--- config.mk ---
export PLATFORM = sky130hd
export DESIGN_NAME = ten_gig_mac_rx
export DESIGN_NICKNAME = d
export VERILOG_FILES = /design/src/mac_rx_pkg.sv /design/src/ten_gig_mac_rx.sv /design/src/eth_rx_stream_out.sv /design/src/eth_fcs_checker.sv /design/src/eth_header_parser.sv /design/src/xgmii_rx_decoder.sv
export VERILOG_INCLUDE_DIRS = /design/src
export SDC_FILE = /design/constraint.sdc
export NUM_CORES = 1
export LEC_CHECK = 0
export ABC_AREA = 1
export BUFFER_PORTS_ARGS = -buffer_cell sky130_fd_sc_hd__buf_2
export CAP_MARGIN = 25
export CORE_UTILIZATION = 54
export CTS_BUF_LIST = sky130_fd_sc_hd__clkbuf_4 sky130_fd_sc_hd__clkbuf_8
export CTS_CLUSTER_DIAMETER = 50
export CTS_CLUSTER_SIZE = 40
export DETAILED_ROUTE_END_ITERATION = 16
export GPL_TIMING_DRIVEN = 0
export PLACE_DENSITY = 0.74
export SYNTH_ARGS = -nofsm -noshare
export SYNTH_HDL_FRONTEND = slang
export SYNTH_SLANG_ARGS = --single-unit
--- constraint.sdc ---
create_clock -name i_clk -period 17.1 [get_ports i_clk]
set_input_delay 0.855 -clock i_clk [delete_from_list [all_inputs] [get_ports i_clk]]
set_output_delay 0.855 -clock i_clk [all_outputs]
set_load 0.01 [all_outputs]
--- src/mac_rx_macros.svh ---
`ifndef MAC_RX_MACROS_SVH
`define MAC_RX_MACROS_SVH

// XGMII bus geometry
// Lane 7 carries the earliest byte
`define MAC_RX_DATA_W      64
`define MAC_RX_LANES       8

// Control characters
`define XGMII_CTRL_START   8'hFB
`define XGMII_CTRL_TERM    8'hFD
`define XGMII_CTRL_IDLE    8'h07

// Preamble and start of frame delimiter
`define ETH_PREAMBLE_BYTE  8'h55
`define ETH_SFD_BYTE       8'hD5

// Reflected CRC-32 shifted LSB first
`define ETH_CRC_POLY       32'hEDB88320
`define ETH_CRC_INIT       32'hFFFFFFFF
// Register contents after a good frame plus its FCS
`define ETH_CRC_RESIDUE    32'hDEBB20E3
`define ETH_FCS_BYTES      4

`endif
--- src/mac_rx_pkg.sv ---
`include "mac_rx_macros.svh"

package mac_rx_pkg;

    // One XGMII transfer
    // Ctrl bit n flags lane n as a control character
    typedef struct packed {
        logic [`MAC_RX_DATA_W-1:0] data;
        logic [`MAC_RX_LANES-1:0]  ctrl;
    } xgmii_word_t;

    // Realigned frame beat
    // keep[7] qualifies data[63:56] which holds the earliest byte
    typedef struct packed {
        logic                      valid;
        logic [`MAC_RX_DATA_W-1:0] data;
        logic [`MAC_RX_LANES-1:0]  keep;
        logic                      last;
    } frame_beat_t;

    // Sideband word shown with each delivered beat
    typedef struct packed {
        logic [15:0] src_mac_lo;
        logic [15:0] eth_type;
    } rx_user_t;

endpackage

--- src/ten_gig_mac_rx.sv ---
`timescale 1ns/1ps

module ten_gig_mac_rx (
    input  logic                    i_clk,
    input  logic                    i_rst,
    input  mac_rx_pkg::xgmii_word_t i_xgmii,
    output mac_rx_pkg::frame_beat_t o_beat,
    output mac_rx_pkg::rx_user_t    o_user,
    output logic                    o_crc_valid,
    output logic                    o_crc_error
);

    mac_rx_pkg::frame_beat_t frame_beat;
    mac_rx_pkg::rx_user_t    hdr_user;

    xgmii_rx_decoder xgmii_rx_decoder_i (
        .i_clk   (i_clk),
        .i_rst   (i_rst),
        .i_xgmii (i_xgmii),
        .o_beat  (frame_beat)
    );

    eth_header_parser eth_header_parser_i (
        .i_clk  (i_clk),
        .i_rst  (i_rst),
        .i_beat (frame_beat),
        .o_user (hdr_user)
    );

    // CRC runs over the full beat stream including the FCS
    eth_fcs_checker eth_fcs_checker_i (
        .i_clk       (i_clk),
        .i_rst       (i_rst),
        .i_beat      (frame_beat),
        .o_crc_valid (o_crc_valid),
        .o_crc_error (o_crc_error)
    );

    eth_rx_stream_out eth_rx_stream_out_i (
        .i_clk  (i_clk),
        .i_rst  (i_rst),
        .i_beat (frame_beat),
        .i_user (hdr_user),
        .o_beat (o_beat),
        .o_user (o_user)
    );

endmodule

--- src/eth_rx_stream_out.sv ---
`timescale 1ns/1ps
`include "mac_rx_macros.svh"

module eth_rx_stream_out (
    input  logic                    i_clk,
    input  logic                    i_rst,
    input  mac_rx_pkg::frame_beat_t i_beat,
    input  mac_rx_pkg::rx_user_t    i_user,
    output mac_rx_pkg::frame_beat_t o_beat,
    output mac_rx_pkg::rx_user_t    o_user
);

    mac_rx_pkg::frame_beat_t r_hold;

    logic                     short_tail;
    logic [`MAC_RX_LANES-1:0] held_keep;

    // Final beat carries FCS bytes only
    assign short_tail = i_beat.valid && i_beat.last &&
                        !i_beat.keep[`MAC_RX_LANES - `ETH_FCS_BYTES - 1];

    // Held beat loses the FCS bytes that did not reach the final beat
    assign held_keep = ({`MAC_RX_LANES{1'b1}} << `ETH_FCS_BYTES) |
                       (i_beat.keep >> `ETH_FCS_BYTES);

    // Parser word changes on the same edge as the first output beat
    assign o_user = i_user;

    ////////////////////
    // One beat held back
    always_ff @(posedge i_clk or posedge i_rst) begin
        if (i_rst) begin
            r_hold <= '0;
            o_beat <= '0;
        end else begin
            o_beat.valid <= 1'b0;
            o_beat.last  <= 1'b0;
            if (i_beat.valid) begin
                r_hold <= i_beat;
                if (short_tail) begin
                    r_hold.valid <= 1'b0;
                end
                if (r_hold.valid) begin
                    o_beat.valid <= 1'b1;
                    o_beat.data  <= r_hold.data;
                    o_beat.last  <= short_tail;
                    o_beat.keep  <= short_tail ? held_keep : r_hold.keep;
                end
            end else if (r_hold.valid) begin
                // Frame tail with more than four bytes
                o_beat.valid <= 1'b1;
                o_beat.data  <= r_hold.data;
                o_beat.last  <= 1'b1;
                o_beat.keep  <= r_hold.keep << `ETH_FCS_BYTES;
                r_hold.valid <= 1'b0;
            end
        end
    end

endmodule

--- src/eth_fcs_checker.sv ---
`timescale 1ns/1ps
`include "mac_rx_macros.svh"

module eth_fcs_checker (
    input  logic                    i_clk,
    input  logic                    i_rst,
    input  mac_rx_pkg::frame_beat_t i_beat,
    output logic                    o_crc_valid,
    output logic                    o_crc_error
);

    logic [31:0] r_crc;
    logic [31:0] crc_next;
    logic        r_in_frame;
    logic        r_done;
    logic        r_pass;

    // One byte into the reflected register with bit 0 first
    function automatic logic [31:0] crc_byte(input logic [31:0] crc_in,
                                             input logic [7:0]  data_in);
        logic [31:0] crc;
        crc = crc_in;
        for (int b = 0; b < 8; b++) begin
            if (crc[0] ^ data_in[b]) begin
                crc = (crc >> 1) ^ `ETH_CRC_POLY;
            end else begin
                crc = crc >> 1;
            end
        end
        return crc;
    endfunction

    ////////////////////
    // Earliest lane first
    always_comb begin
        crc_next = r_in_frame ? r_crc : `ETH_CRC_INIT;
        for (int l = `MAC_RX_LANES - 1; l >= 0; l--) begin
            if (i_beat.keep[l]) begin
                crc_next = crc_byte(crc_next, i_beat.data[8*l +: 8]);
            end
        end
    end

    always_ff @(posedge i_clk or posedge i_rst) begin
        if (i_rst) begin
            r_crc      <= `ETH_CRC_INIT;
            r_in_frame <= 1'b0;
            r_done     <= 1'b0;
            r_pass     <= 1'b0;
        end else begin
            r_done <= i_beat.valid && i_beat.last;
            if (i_beat.valid) begin
                r_crc      <= crc_next;
                r_in_frame <= !i_beat.last;
                if (i_beat.last) begin
                    r_pass <= (crc_next == `ETH_CRC_RESIDUE);
                end
            end
        end
    end

    ////////////////////
    // Result pulse
    always_ff @(posedge i_clk or posedge i_rst) begin
        if (i_rst) begin
            o_crc_valid <= 1'b0;
            o_crc_error <= 1'b0;
        end else begin
            o_crc_valid <= r_done;
            o_crc_error <= r_done && !r_pass;
        end
    end

endmodule

--- src/eth_header_parser.sv ---
`timescale 1ns/1ps

module eth_header_parser (
    input  logic                    i_clk,
    input  logic                    i_rst,
    input  mac_rx_pkg::frame_beat_t i_beat,
    output mac_rx_pkg::rx_user_t    o_user
);

    // Saturates at 2 since only beats 0 and 1 matter
    logic [1:0] r_beat_cnt;

    always_ff @(posedge i_clk or posedge i_rst) begin
        if (i_rst) begin
            r_beat_cnt <= 2'd0;
        end else if (i_beat.valid) begin
            if (i_beat.last) begin
                r_beat_cnt <= 2'd0;
            end else if (r_beat_cnt != 2'd2) begin
                r_beat_cnt <= r_beat_cnt + 2'd1;
            end
        end
    end

    ////////////////////
    // Beat 1 holds frame bytes 8 to 15
    // Bytes 10 and 11 end the source MAC and bytes 12 and 13 are the EtherType
    always_ff @(posedge i_clk or posedge i_rst) begin
        if (i_rst) begin
            o_user <= '0;
        end else if (i_beat.valid && (r_beat_cnt == 2'd1)) begin
            o_user.src_mac_lo <= i_beat.data[47:32];
            o_user.eth_type   <= i_beat.data[31:16];
        end
    end

endmodule

--- src/xgmii_rx_decoder.sv ---
`timescale 1ns/1ps
`include "mac_rx_macros.svh"

module xgmii_rx_decoder (
    input  logic                    i_clk,
    input  logic                    i_rst,
    input  mac_rx_pkg::xgmii_word_t i_xgmii,
    output mac_rx_pkg::frame_beat_t o_beat
);

    mac_rx_pkg::xgmii_word_t r_xgmii_0;
    mac_rx_pkg::xgmii_word_t r_xgmii_1;
    mac_rx_pkg::xgmii_word_t r_xgmii_2;
    mac_rx_pkg::xgmii_word_t prev_word;
    mac_rx_pkg::xgmii_word_t cur_word;

    logic                      r_run;
    logic                      r_lane3;
    logic                      start7_ok;
    logic                      start3_ok;
    logic [`MAC_RX_LANES-1:0]  prev_term;
    logic [`MAC_RX_LANES-1:0]  cur_term;
    logic                      term_seen;
    logic [3:0]                term_bytes;
    logic [`MAC_RX_DATA_W-1:0] beat_data;

    always_ff @(posedge i_clk or posedge i_rst) begin
        if (i_rst) begin
            r_xgmii_0 <= '0;
            r_xgmii_1 <= '0;
            r_xgmii_2 <= '0;
        end else begin
            r_xgmii_0 <= i_xgmii;
            r_xgmii_1 <= r_xgmii_0;
            r_xgmii_2 <= r_xgmii_1;
        end
    end

    ////////////////////
    // Start and preamble check
    assign start7_ok = (r_xgmii_1.ctrl == 8'h80) &&
                       (r_xgmii_1.data[63:56] == `XGMII_CTRL_START) &&
                       (r_xgmii_1.data[55:0] == {7{`ETH_PREAMBLE_BYTE}}) &&
                       !r_xgmii_0.ctrl[7] &&
                       (r_xgmii_0.data[63:56] == `ETH_SFD_BYTE);

    // Lane 3 start spills four preamble bytes and the SFD into the next word
    assign start3_ok = (r_xgmii_2.ctrl[3:0] == 4'b1000) &&
                       (r_xgmii_2.data[31:24] == `XGMII_CTRL_START) &&
                       (r_xgmii_2.data[23:0] == {3{`ETH_PREAMBLE_BYTE}}) &&
                       (r_xgmii_1.ctrl[7:3] == 5'd0) &&
                       (r_xgmii_1.data[63:32] == {4{`ETH_PREAMBLE_BYTE}}) &&
                       (r_xgmii_1.data[31:24] == `ETH_SFD_BYTE);

    ////////////////////
    // Realignment
    // Lane 3 frames run one word later
    assign prev_word = r_lane3 ? r_xgmii_2 : r_xgmii_1;
    assign cur_word  = r_lane3 ? r_xgmii_1 : r_xgmii_0;
    assign beat_data = r_lane3 ? {prev_word.data[23:0], cur_word.data[63:24]} :
                                 {prev_word.data[55:0], cur_word.data[63:56]};

    // Head bytes come from prev and the rest from cur
    always_comb begin
        int head;
        head       = r_lane3 ? 3 : 7;
        term_seen  = 1'b0;
        term_bytes = 4'd0;
        for (int l = 0; l < `MAC_RX_LANES; l++) begin
            prev_term[l] = prev_word.ctrl[l] &&
                           (prev_word.data[8*l +: 8] == `XGMII_CTRL_TERM);
            cur_term[l]  = cur_word.ctrl[l] &&
                           (cur_word.data[8*l +: 8] == `XGMII_CTRL_TERM);
            // Tail fits in this beat so the frame ends one beat early
            if (cur_term[l] && (l >= head - 1)) begin
                term_seen  = 1'b1;
                term_bytes = 4'(head + 7 - l);
            end
            if (prev_term[l] && (l <= head - 2)) begin
                term_seen  = 1'b1;
                term_bytes = 4'(head - 1 - l);
            end
        end
    end

    always_ff @(posedge i_clk or posedge i_rst) begin
        if (i_rst) begin
            r_run   <= 1'b0;
            r_lane3 <= 1'b0;
            o_beat  <= '0;
        end else begin
            o_beat.valid <= r_run;
            o_beat.data  <= beat_data;
            o_beat.keep  <= '0;
            o_beat.last  <= r_run && term_seen;
            if (r_run) begin
                o_beat.keep <= term_seen ? ~({`MAC_RX_LANES{1'b1}} >> term_bytes) :
                                           {`MAC_RX_LANES{1'b1}};
                if (term_seen) begin
                    r_run <= 1'b0;
                end
            end else if (start7_ok) begin
                r_run   <= 1'b1;
                r_lane3 <= 1'b0;
            end else if (start3_ok) begin
                r_run   <= 1'b1;
                r_lane3 <= 1'b1;
            end
        end
    end

endmodule

# Word level (Yosys, flattened, before mapping)

Cells that the tools add are included.

Output and inout port bits: 108
Register bits: 510
Bits of input ports: 74
Word-level logic and storage cells: 458

Mux-type cells: 181
$add $sub $neg: 18
Bitwise logic cells: 130
Eq/ne operators: 28
Reductions and logical operators: 56
Magnitude comparators: 16
Shift operators: 1

Operators by type and width:

| kind                                                                              | count |
|---|---|
| 32-bit two-way mux                                                                | 129 |
| 13-bit NOT with 14-bit output                                                     | 64 |
| 74-bit two-way mux                                                                | 3 |
| 8-bit equality test (second input constant)                                       | 21 |
| 72-bit two-way mux                                                                | 2 |
| 4-bit by 32-bit >= comparator with 1-bit output (first input constant)            | 4 |
| 4-bit by 32-bit less-or-equal comparator with 1-bit output (first input constant) | 4 |
| 3-bit by 32-bit >= comparator with 1-bit output (first input constant)            | 2 |
| 3-bit by 32-bit less-or-equal comparator with 1-bit output (first input constant) | 2 |
| 4-bit two-way mux                                                                 | 16 |
| 64-bit two-way mux                                                                | 1 |
| 1-bit XOR                                                                         | 64 |
| 56-bit by 55-bit equality test with 1-bit output (second input constant)          | 1 |
| 1-bit logical AND                                                                 | 46 |
| 32-bit by 31-bit equality test with 1-bit output (second input constant)          | 1 |
| 32-bit equality test (second input constant)                                      | 1 |
| 1-bit by 32-bit >= comparator with 1-bit output (first input constant)            | 1 |
| 2-bit by 32-bit >= comparator with 1-bit output (first input constant)            | 1 |
| 1-bit by 32-bit less-or-equal comparator with 1-bit output (first input constant) | 1 |
| 2-bit by 32-bit less-or-equal comparator with 1-bit output (first input constant) | 1 |
| 32-bit by 3-bit subtractor with 32-bit output (second input constant)             | 1 |
| 4-bit subtractor (second input constant)                                          | 8 |
| 24-bit by 23-bit equality test with 1-bit output (second input constant)          | 1 |
| 1-bit two-way mux                                                                 | 24 |
| other kinds (18)                                                                  | 31 |

# Logic depth before layout (Yosys ltp)

Gate-level depths: netlist of the first run.

Word-level depth: 194
Depth in mapped cells: 73
Depth with buffers taken out: 71

# Cells and area by module

From an unflattened synthesis of the first run, not the netlist that was laid out.

Cell total of the unflattened synthesis: 5153
Area, all modules: 33827.4 sq um

By module, submodules not included:

| module            | instances | area an instance (sq um) | sequential area each (sq um) | cells an instance |
|---|---|---|---|---|
| eth_fcs_checker   | 1         | 17805.8                  | 965.9                        | 3695 |
| xgmii_rx_decoder  | 1         | 8439.3                   | 6406.1                       | 685 |
| eth_rx_stream_out | 1         | 6093.3                   | 3678.5                       | 615 |
| eth_header_parser | 1         | 1488.9                   | 850.8                        | 158 |

# Worst setup path before layout of the first run

No wires, ideal clock.

Path type: register -> register
From: register eth_fcs_checker_i.r_crc[0]
To: register eth_fcs_checker_i.r_pass
Clock period less this slack: 5.679 ns
Library setup time: 0.116 ns
Data arrival time: 5.563 ns
Path slack: 11.421 ns
Required time: 16.984 ns
Stages on the path, launching flop included: 60
Path buffers: 2
Cells stage by stage: dfstp_2 inv_2 nand2_1 nand2_1 nand2_2 nand2_2 nand2_4 inv_1 nand3_1 nand3_1 nand3_1 nand2_4 nand2_1 nand3_2 nand2_2 nand2_2 nand2_4 nand2_1 [24 not listed] nand2_1 nand3_1 nand2_1 nand2_1 nand3_1 nand3_2 nand2_4 nand2_2 nand2_2 inv_2 xor2_1 or2_1 nand3_1 nand2_1 nand3_1 nor2_1 nand2_1 nand2_1

Cells in the longest elaborated chain, start to end: 159
Elaborated cells between the ends (all ways): 249
Those cells by class: eq/ne: 1; mux: 129; bitwise: 119

RTL lines:

| element                                                     | RTL line                                     | text |
|---|---|---|
| from (decl)                                                 | eth_fcs_checker.sv:12                        | `logic [31:0] r_crc;` |
| from (signal assigned)                                      | eth_fcs_checker.sv:46                        | `` r_crc <= `ETH_CRC_INIT; `` |
| from (signal assigned)                                      | eth_fcs_checker.sv:53                        | `r_crc <= crc_next;` |
| 32-bit two-way mux (no source line) (*)                     | -                                            |  |
| branches (longest 17 deep; another with 32-bit two-way mux) | -                                            |  |
| 32-bit two-way mux (*)                                      | eth_fcs_checker.sv:38                        | `if (i_beat.keep[l]) begin` |
| 32-bit two-way mux (on tied branches)                       | eth_fcs_checker.sv:24, eth_fcs_checker.sv:38 |  |
| 32-bit two-way mux (tied with other cells)                  | eth_fcs_checker.sv:38                        |  |
| 1-bit XOR (tied with other cells)                           | eth_fcs_checker.sv:24                        | `if (crc[0] ^ data_in[b]) begin` |
| 32-bit two-way mux (on tied branches)                       | eth_fcs_checker.sv:24, eth_fcs_checker.sv:38 |  |
| 32-bit two-way mux (tied with other cells)                  | eth_fcs_checker.sv:38                        |  |
| [127 not listed]                                            | -                                            |  |
| 32-bit two-way mux                                          | eth_fcs_checker.sv:38                        |  |
| 13-bit NOT with 14-bit output (no source line)              | -                                            |  |
| 32-bit two-way mux                                          | eth_fcs_checker.sv:24                        |  |
| 32-bit two-way mux                                          | eth_fcs_checker.sv:38                        |  |
| 13-bit NOT with 14-bit output (no source line)              | -                                            |  |
| 32-bit two-way mux                                          | eth_fcs_checker.sv:24                        |  |
| 32-bit two-way mux (*)                                      | eth_fcs_checker.sv:38                        |  |
| 32-bit equality test (no source line) (*)                   | -                                            |  |
| to (signal assigned)                                        | eth_fcs_checker.sv:56                        | `` r_pass <= (crc_next == `ETH_CRC_RESIDUE); `` |
| to (decl)                                                   | eth_fcs_checker.sv:16                        | `logic r_pass;` |

Every way passes the cells marked *. The select of a mux whose other input is x is not followed.
A chain may end at the register's enable or synchronous reset.

# Worst setup path after layout of the first run

From: register xgmii_rx_decoder_i.o_beat[65] in the netlist's numbering
To: register eth_fcs_checker_i.r_pass

Cells in the longest elaborated chain, start to end: 158
Elaborated cells between the ends (all ways): 246
Those cells by class: eq/ne: 1; mux: 128; bitwise: 117

RTL lines:

| element                                                                | RTL line              | text |
|---|---|---|
| from (decl)                                                            | xgmii_rx_decoder.sv:8 | `output mac_rx_pkg::frame_beat_t o_beat` |
| 1-bit XOR (*)                                                          | eth_fcs_checker.sv:24 |  |
| 32-bit two-way mux (*)                                                 | eth_fcs_checker.sv:24 |  |
| 32-bit two-way mux (*)                                                 | eth_fcs_checker.sv:38 |  |
| 32-bit two-way mux (*)                                                 | eth_fcs_checker.sv:24 |  |
| 32-bit two-way mux (*)                                                 | eth_fcs_checker.sv:38 |  |
| 32-bit two-way mux (*)                                                 | eth_fcs_checker.sv:24 |  |
| 32-bit two-way mux (*)                                                 | eth_fcs_checker.sv:38 |  |
| 13-bit NOT with 14-bit output (no source line) (tied with other cells) | -                     |  |
| [142 not listed]                                                       | -                     |  |
| 32-bit two-way mux                                                     | eth_fcs_checker.sv:38 |  |
| 13-bit NOT with 14-bit output (no source line)                         | -                     |  |
| 32-bit two-way mux                                                     | eth_fcs_checker.sv:24 |  |
| 32-bit two-way mux                                                     | eth_fcs_checker.sv:38 |  |
| 13-bit NOT with 14-bit output (no source line)                         | -                     |  |
| 32-bit two-way mux                                                     | eth_fcs_checker.sv:24 |  |
| 32-bit two-way mux (*)                                                 | eth_fcs_checker.sv:38 |  |
| 32-bit equality test (no source line) (*)                              | -                     |  |

Marked as above.

==> results of run 1 <==
## metrics by stage
step	instances	setup WS [ns]	power [mW]	TNS, ns
global placement	5811	-1.16	1.53	-482.71
finish	5905	8.89	2.41	0
global route	5905	8.41	2.50	0
detailed placement	5815	9.26	1.54	0
floorplan	4857	3.08	1.43	0
CTS	5903	9.25	2.41	0
## synthesized netlist by cell type, types with 3 or more instances
| library cell | instances |
|---|---|
| nand3_4 | 4 |
| buf_2 | 26 |
| a21boi_1 | 5 |
| clkbuf_1 | 87 |
| inv_1 | 336 |
| nor3b_1 | 4 |
| nand3_2 | 68 |
| and2_1 | 3 |
| nor2_4 | 3 |
| nand4_1 | 38 |
| nor3_1 | 10 |
| buf_4 | 10 |
| nand3_1 | 840 |
| or2_1 | 6 |
| dfstp_2 | 32 |
| clkinv_1 | 4 |
| nor2_1 | 92 |
| nor4_1 | 15 |
| dfrtp_1 | 442 |
| o21bai_1 | 3 |
| buf_6 | 12 |
| or2_2 | 6 |
| xor2_1 | 63 |
| nand2_4 | 50 |
| a221oi_1 | 4 |
| o21ai_0 | 283 |
| nand2_1 | 2069 |
| o21ai_1 | 18 |
| o211ai_1 | 10 |
| nor2_2 | 9 |
| a21oi_1 | 21 |
| xor2_2 | 4 |
| buf_1 | 20 |
| a21boi_0 | 5 |
| a2111oi_0 | 4 |
| a31oi_1 | 12 |
| inv_2 | 43 |
| xnor2_1 | 12 |
| nand2_2 | 146 |
| o21a_1 | 10 |
| nand3b_1 | 7 |
## worst min-delay path by stage
| stage | start | endpoint | depth (start not counted) |
|---|---|---|---|
| after global routing | i_xgmii[33] | xgmii_rx_decoder_i.r_xgmii_0[33] | 1 |
| after detailed placement | xgmii_rx_decoder_i.r_xgmii_0[10] | xgmii_rx_decoder_i.r_xgmii_1[10] | 0 |
| after floorplan | xgmii_rx_decoder_i.r_xgmii_0[0] | xgmii_rx_decoder_i.r_xgmii_1[0] | 0 |
| after global placement | xgmii_rx_decoder_i.r_xgmii_0[28] | xgmii_rx_decoder_i.r_xgmii_1[28] | 0 |
| final | i_xgmii[32] | xgmii_rx_decoder_i.r_xgmii_0[32] | 1 |
| after CTS | i_xgmii[32] | xgmii_rx_decoder_i.r_xgmii_0[32] | 1 |
## power breakdown
part           switching [mW]  internal (mW)
Sequential             0.0329           1.15
Combinational           0.245         0.0982
Clock                   0.534          0.351
Total                   0.812           1.60
## routing by layer
layer,GRT usage [%],part of all wire [%],vias up,routed length [um]
li1,-,-,16156,-
met1,55.7,40,16170,51200
met5,0,0.015,-,20
met4,24.7,6.9,4,8950
met2,64.8,43,1877,55900
met3,7.36,10,399,13000
## kinds of logic (layout without fill, tap and decap cells)
| kind of cell | Yosys count | count (layout) | share of synthesized area (%) |
|---|---|---|---|
| AND/OR/NAND/NOR | 3376 | 3376 | 47.3 |
| buffers and inverters | 542 | 816 | 6.88 |
| flip-flops | 474 | 474 | 36.9 |
| AO/OA/AOI/OAI | 381 | 381 | 6.39 |
| XOR/XNOR | 81 | 81 | 2.41 |
| adder cells (fa/ha/maj) | 2 | 2 | 0.0776 |
| multiplexers | 1 | 1 | 0.0311 |
| other | 0 | 1 | 0 |
## flip-flops by register name, indices dropped and copies added, names as in the netlist, 32 cells and up
name	cells
eth_rx_stream_out_i.o_beat	74
xgmii_rx_decoder_i.o_beat	74
eth_header_parser_i.o_user	32
xgmii_rx_decoder_i.r_xgmii_0	72
xgmii_rx_decoder_i.r_xgmii_2	36
xgmii_rx_decoder_i.r_xgmii_1	72
eth_rx_stream_out_i.r_hold	73
eth_fcs_checker_i.r_crc	32
## cell type report
class / count / area (um2) / share of cell area (%)
inverter: 386 / 1460 / 4.12
clock inverter: 35 / 554 / 1.56
antenna: 1 / 2.50 / 0.00705
multi-input combinational: 3841 / 18100 / 51.0
buffer: 156 / 763 / 2.15
tap: 773 / 967 / 2.72
timing repair buffer: 186 / 1010 / 2.86
clock buffer: 53 / 717 / 2.02
sequential: 474 / 11900 / 33.5
==> results.toml, run 1 <==
[synthesis]
ys.flop_type = "dfrtp_1"
yosys-top-cells-area = "dfrtp_1 34%, nand2_1 24%, nand3_1 13%, o21ai_0 4.4%, inv_1 3.9%"
synth-seq-cells = 474
async_flop_share_pct = 100
ys_types = 59
avgSynthCellArea_um2 = 6.64
synth-edff-count = 0
synth_top_cell_by_area = "dfrtp_1"
yosysWarnings = 0
ys_seq_area_share_pct = 36.9
syn_nets = 4933
syn_inst = 4857
synth_top_area_share_pct = 34.3
synthesis.area_mm2 = 0.0322

[clock_network]
h-tree-depth = 2
cts-resized-gates = 0
cts_inserted_buffers = 47
postCtsHoldBufs = 0
worstSkewPairLatency_ns = 0.73
clkTransAtPathRegs_ns = 0.15
clk_path_buf_depth = 3
cts_tree = "yes"
post-cts-setup-buffers = 0
cts.sinks = 474
clockRootBuffer = "clkbuf_8"

[timing]
finalSetupViolCount = 0
hold_ws_ns = 0.213
slew_violations = 0
hold_viol_final = 0
max_freq_mhz = 122
worst_slew_pin_slew_ns = 1.04
fin_skew_ns = 0.0802
rsz0062_at_grt = "no"
period_needed_ns = 8.21
period_share_pct = 48.0
maxSlewHeadroom_pct = 29.7

[power_and_ir_drop]
p_per_area_mw_per_mm2 = 67.9
max-vdd-ir-drop_v = 0.0000962
leakagePower_nw = 18.6

[drt]
wl_per_cell_um = 21.9
drt_iter0_markers = 4299
drc_errors = 0
antenna_left = 0
viasPerCell = 5.86
drtPass1Iterations = 8
routed_wl_mm = 129
vias = 34606

[place]
numPortBuffers = 181
gp_congestion = 1.08
dpl.hpwl_mm = 104
placed_area_mm2 = 0.0342

[cells_and_area]
drive_above_1_share_pct = 13.6
nFillCells = 5774
final_cell_mix = "2069 x nand2_1, 840 x nand3_1, 442 x dfrtp_1"
final_common_cell = "nand2_1"
utilization_pct = 60.1
finalInstanceArea_mm2 = 0.0355
syn2layout_area_growth_pct = 10.1
nets = 5168

[worst_setup_path]
rr_endpoint = "eth_fcs_checker_i.r_pass"
critPathRequiredTime_ns = 17.72
critical_path.startpoint = "xgmii_rx_decoder_i.o_beat[65]"
cp.arrival_ns = 8.83
rrSetupSlack_ns = 8.89
regToRegStartpoint = "xgmii_rx_decoder_i.o_beat[65]"
end_kind = "flip-flop"
r2r_cells = 57
cpMaxStageDelayCell = "dfrtp_1"
worstPathMaxFanout = 10
crit_path_end = "eth_fcs_checker_i.r_pass"
crit_top_cell = "nand2_1"
cpPeakStageDelay_ns = 0.57
path_class = "reg2reg"
worst-path-buf-inv = 5
crit_cells = 57
cp_top_family = "simple AND/OR/NAND/NOR gates"
start_kind = "flip-flop"

[die]
fp.dieH_um = 246
initial_utilization_pct = 54.6
die_x_um = 246
std_cell_rows = 89
die_area_mm2 = 0.0607
coreArea_mm2 = 0.0590
ios = 182

[job]
maxCapViolCount = 0

[grt]
grt_pass1_vias = 31325
antenna_found_initial = 3
grt_pass1_wl_mm = 189
grt_max_degree = 137
track_usage_pct = 42.1
grt_overflow = 0

[status]
outcome = "finished, final reports clean"

[worst_hold_path]
hold_path.class = "in2reg"
Note: power is estimated with default switching activity, not from simulation.
==> run 2: changes to the inputs <==
==> constraint.sdc (replaced) <==
create_clock -name i_clk -period 7.7 [get_ports i_clk]
set_input_delay 0.385 -clock i_clk [delete_from_list [all_inputs] [get_ports i_clk]]
set_output_delay 0.385 -clock i_clk [all_outputs]
set_load 0.01 [all_outputs]
==> run 2 against run 1 <==
Net effect: combinational power increased to 2.6 times the previous value; via count increased by 2.7%; critical path type unchanged; global-route usage fell by 0.12 points; core utilization increased by 4.5 points; sequential share of layout area shrank 2.3 points; register-to-register slack worse by 8.6 ns; total power grew 120%; sequential power rose by 120%; critical path depth rose by 3; flip-flop and latch count is the same.
==> results.toml, run 2 (synthesis results as in run 1) <==
[worst_setup_path]
path_class = "reg2reg"
cp.arrival_ns = 8.00
crit_cells = 60
worst-path-buf-inv = 8
cp_top_family = "simple AND/OR/NAND/NOR gates"
worstPathMaxFanout = 10
cpMaxStageDelayCell = "dfrtp_1"
start_kind = "flip-flop"
r2r_cells = 60
critPathRequiredTime_ns = 8.29
rrSetupSlack_ns = 0.29
crit_top_cell = "nand2_1"
end_kind = "flip-flop"
cpPeakStageDelay_ns = 0.35

[cells_and_area]
regArea_mm2 = 0.0119
multiInputGateArea_mm2 = 0.0192
final_common_cell = "nand2_1"
drive_above_1_share_pct = 18.0
final_cell_mix = "1992 x nand2_1, 785 x nand3_1, 435 x dfrtp_1"
utilization_pct = 64.7
nFillCells = 5429
nets = 5342
top_regs = "eth_rx_stream_out_i.o_beat x74, xgmii_rx_decoder_i.o_beat x74, eth_rx_stream_out_i.r_hold x73"
syn2layout_area_growth_pct = 18.4

[drt]
drt_iter0_markers = 4030
vias = 35547
viasPerCell = 5.85
drtPass1Iterations = 7
routed_wl_mm = 131
drc_errors = 0
antenna_left = 0
wl_per_cell_um = 21.6

[place]
dpl.hpwl_mm = 103
numPortBuffers = 181
gp_congestion = 1.09

[grt]
track_usage_pct = 42.0
grt_pass1_wl_mm = 189
grt_pass1_vias = 31595
grt_max_degree = 46
antenna_found_initial = 1
grt_overflow = 0

[timing]
max_freq_mhz = 135
slew_violations = 0
fin_skew_ns = 0.0736
finalSetupViolCount = 0
maxSlewHeadroom_pct = 35.3
hold_viol_final = 0
worst_slew_pin_slew_ns = 0.971
period_needed_ns = 7.41
period_share_pct = 96.2

[job]
maxCapViolCount = 0

[status]
outcome = "finished, final reports clean"

[clock_network]
clkTransAtPathRegs_ns = 0.13
cts_inserted_buffers = 43
cts_tree = "yes"
worstSkewPairLatency_ns = 0.70
h-tree-depth = 2
cts.sinks = 474
clockRootBuffer = "clkbuf_8"
clk_path_buf_depth = 3

[die]
fp.dieH_um = 246
initial_utilization_pct = 54.6
die_area_mm2 = 0.0607
std_cell_rows = 89
coreArea_mm2 = 0.0590
die_x_um = 246
ios = 182

[worst_hold_path]
whs_path_depth = 2
hold_path.class = "in2reg"

[power_and_ir_drop]
p_per_area_mw_per_mm2 = 140
max-vdd-ir-drop_v = 0.000243
finalPower_mw = 5.33
leakagePower_nw = 19.6
-- run 2: cell count changes in the layout (fill, tap and decap cells not counted), moves of 10 or more --
| cell | change |
|---|---|
| buf_4 | +81 |
| dlygate4sd3_1 | +73 |
| nand3_4 | +10 |
| buf_12 | +21 |
| nand3_1 | -55 |
| nand2_4 | +62 |
| nand2_2 | +15 |
| nand2_1 | -77 |
| nand3_2 | +45 |
-- run 2: area by class of cell --
cell class / count / area share [%]
flip-flops and latches: 474 / 31.2
diodes: 1 / 0.00656
plain buffers: 156 / 2.11
clock buffers: 46 / 1.63
well taps: 773 / 2.53
repair buffers: 361 / 7.10
inverters: 386 / 3.87
multi-input cells: 3844 / 50.2
clock inverters: 34 / 1.32
-- run 2: what timing repair did --
item	4_1_cts	5_1_grt
pin swaps	0	65
resized for setup	11	265
endpoints found under the setup margin	1	31
endpoints found under the hold margin	105	0
cloned	0	3
setup buffers	0	93
hold buffers	73	0
-- run 2: stage by stage --
| step | area (um2) | hold WS, ns | cells | setup TNS (ns) | setup slack [ns] |
|---|---|---|---|---|---|
| after global routing | 38200 | 0.308 | 6075 | -0.0835 | -0.0835 |
| final | 38200 | 0.321 | 6075 | 0 | 0.291 |
| after detailed placement | 34400 | 0.335 | 5824 | -0.134 | -0.134 |
| after floorplan | 32200 | 0.331 | 4857 | 0 | 0.920 |
| after CTS | 36200 | 0.274 | 5977 | 0 | 0.00181 |
| after global placement | 34100 | 0.331 | 5811 | -590.93 | -1.43 |
-- run 2: worst paths after layout --
check                                              endpoint                              from
max in group asynchronous       eth_fcs_checker_i.r_crc[22]                             i_rst
min in group asynchronous  xgmii_rx_decoder_i.r_xgmii_1[18]                             i_rst
max                                eth_fcs_checker_i.r_pass      eth_fcs_checker_i.r_in_frame
max reg2reg                        eth_fcs_checker_i.r_pass      eth_fcs_checker_i.r_in_frame
min                        xgmii_rx_decoder_i.r_xgmii_0[52]                       i_xgmii[52]
min reg2reg                xgmii_rx_decoder_i.r_xgmii_1[17]  xgmii_rx_decoder_i.r_xgmii_0[17]
-- run 2: layer usage --
layer	track usage, %	up-vias	share of wire (%)
li1	-	16505	-
met1	54.5	16653	38
met2	65.5	2000	44
met3	8.65	389	11
met4	23.0	0	6.4
met5	0	-	0
-- run 2: report_power, final --
part	internal, mW	switching, mW	total (mW)
Clock	0.731	1.09	1.82
Sequential	2.55	0.0744	2.63
Combinational	0.300	0.588	0.888
Total	3.58	1.75	5.33
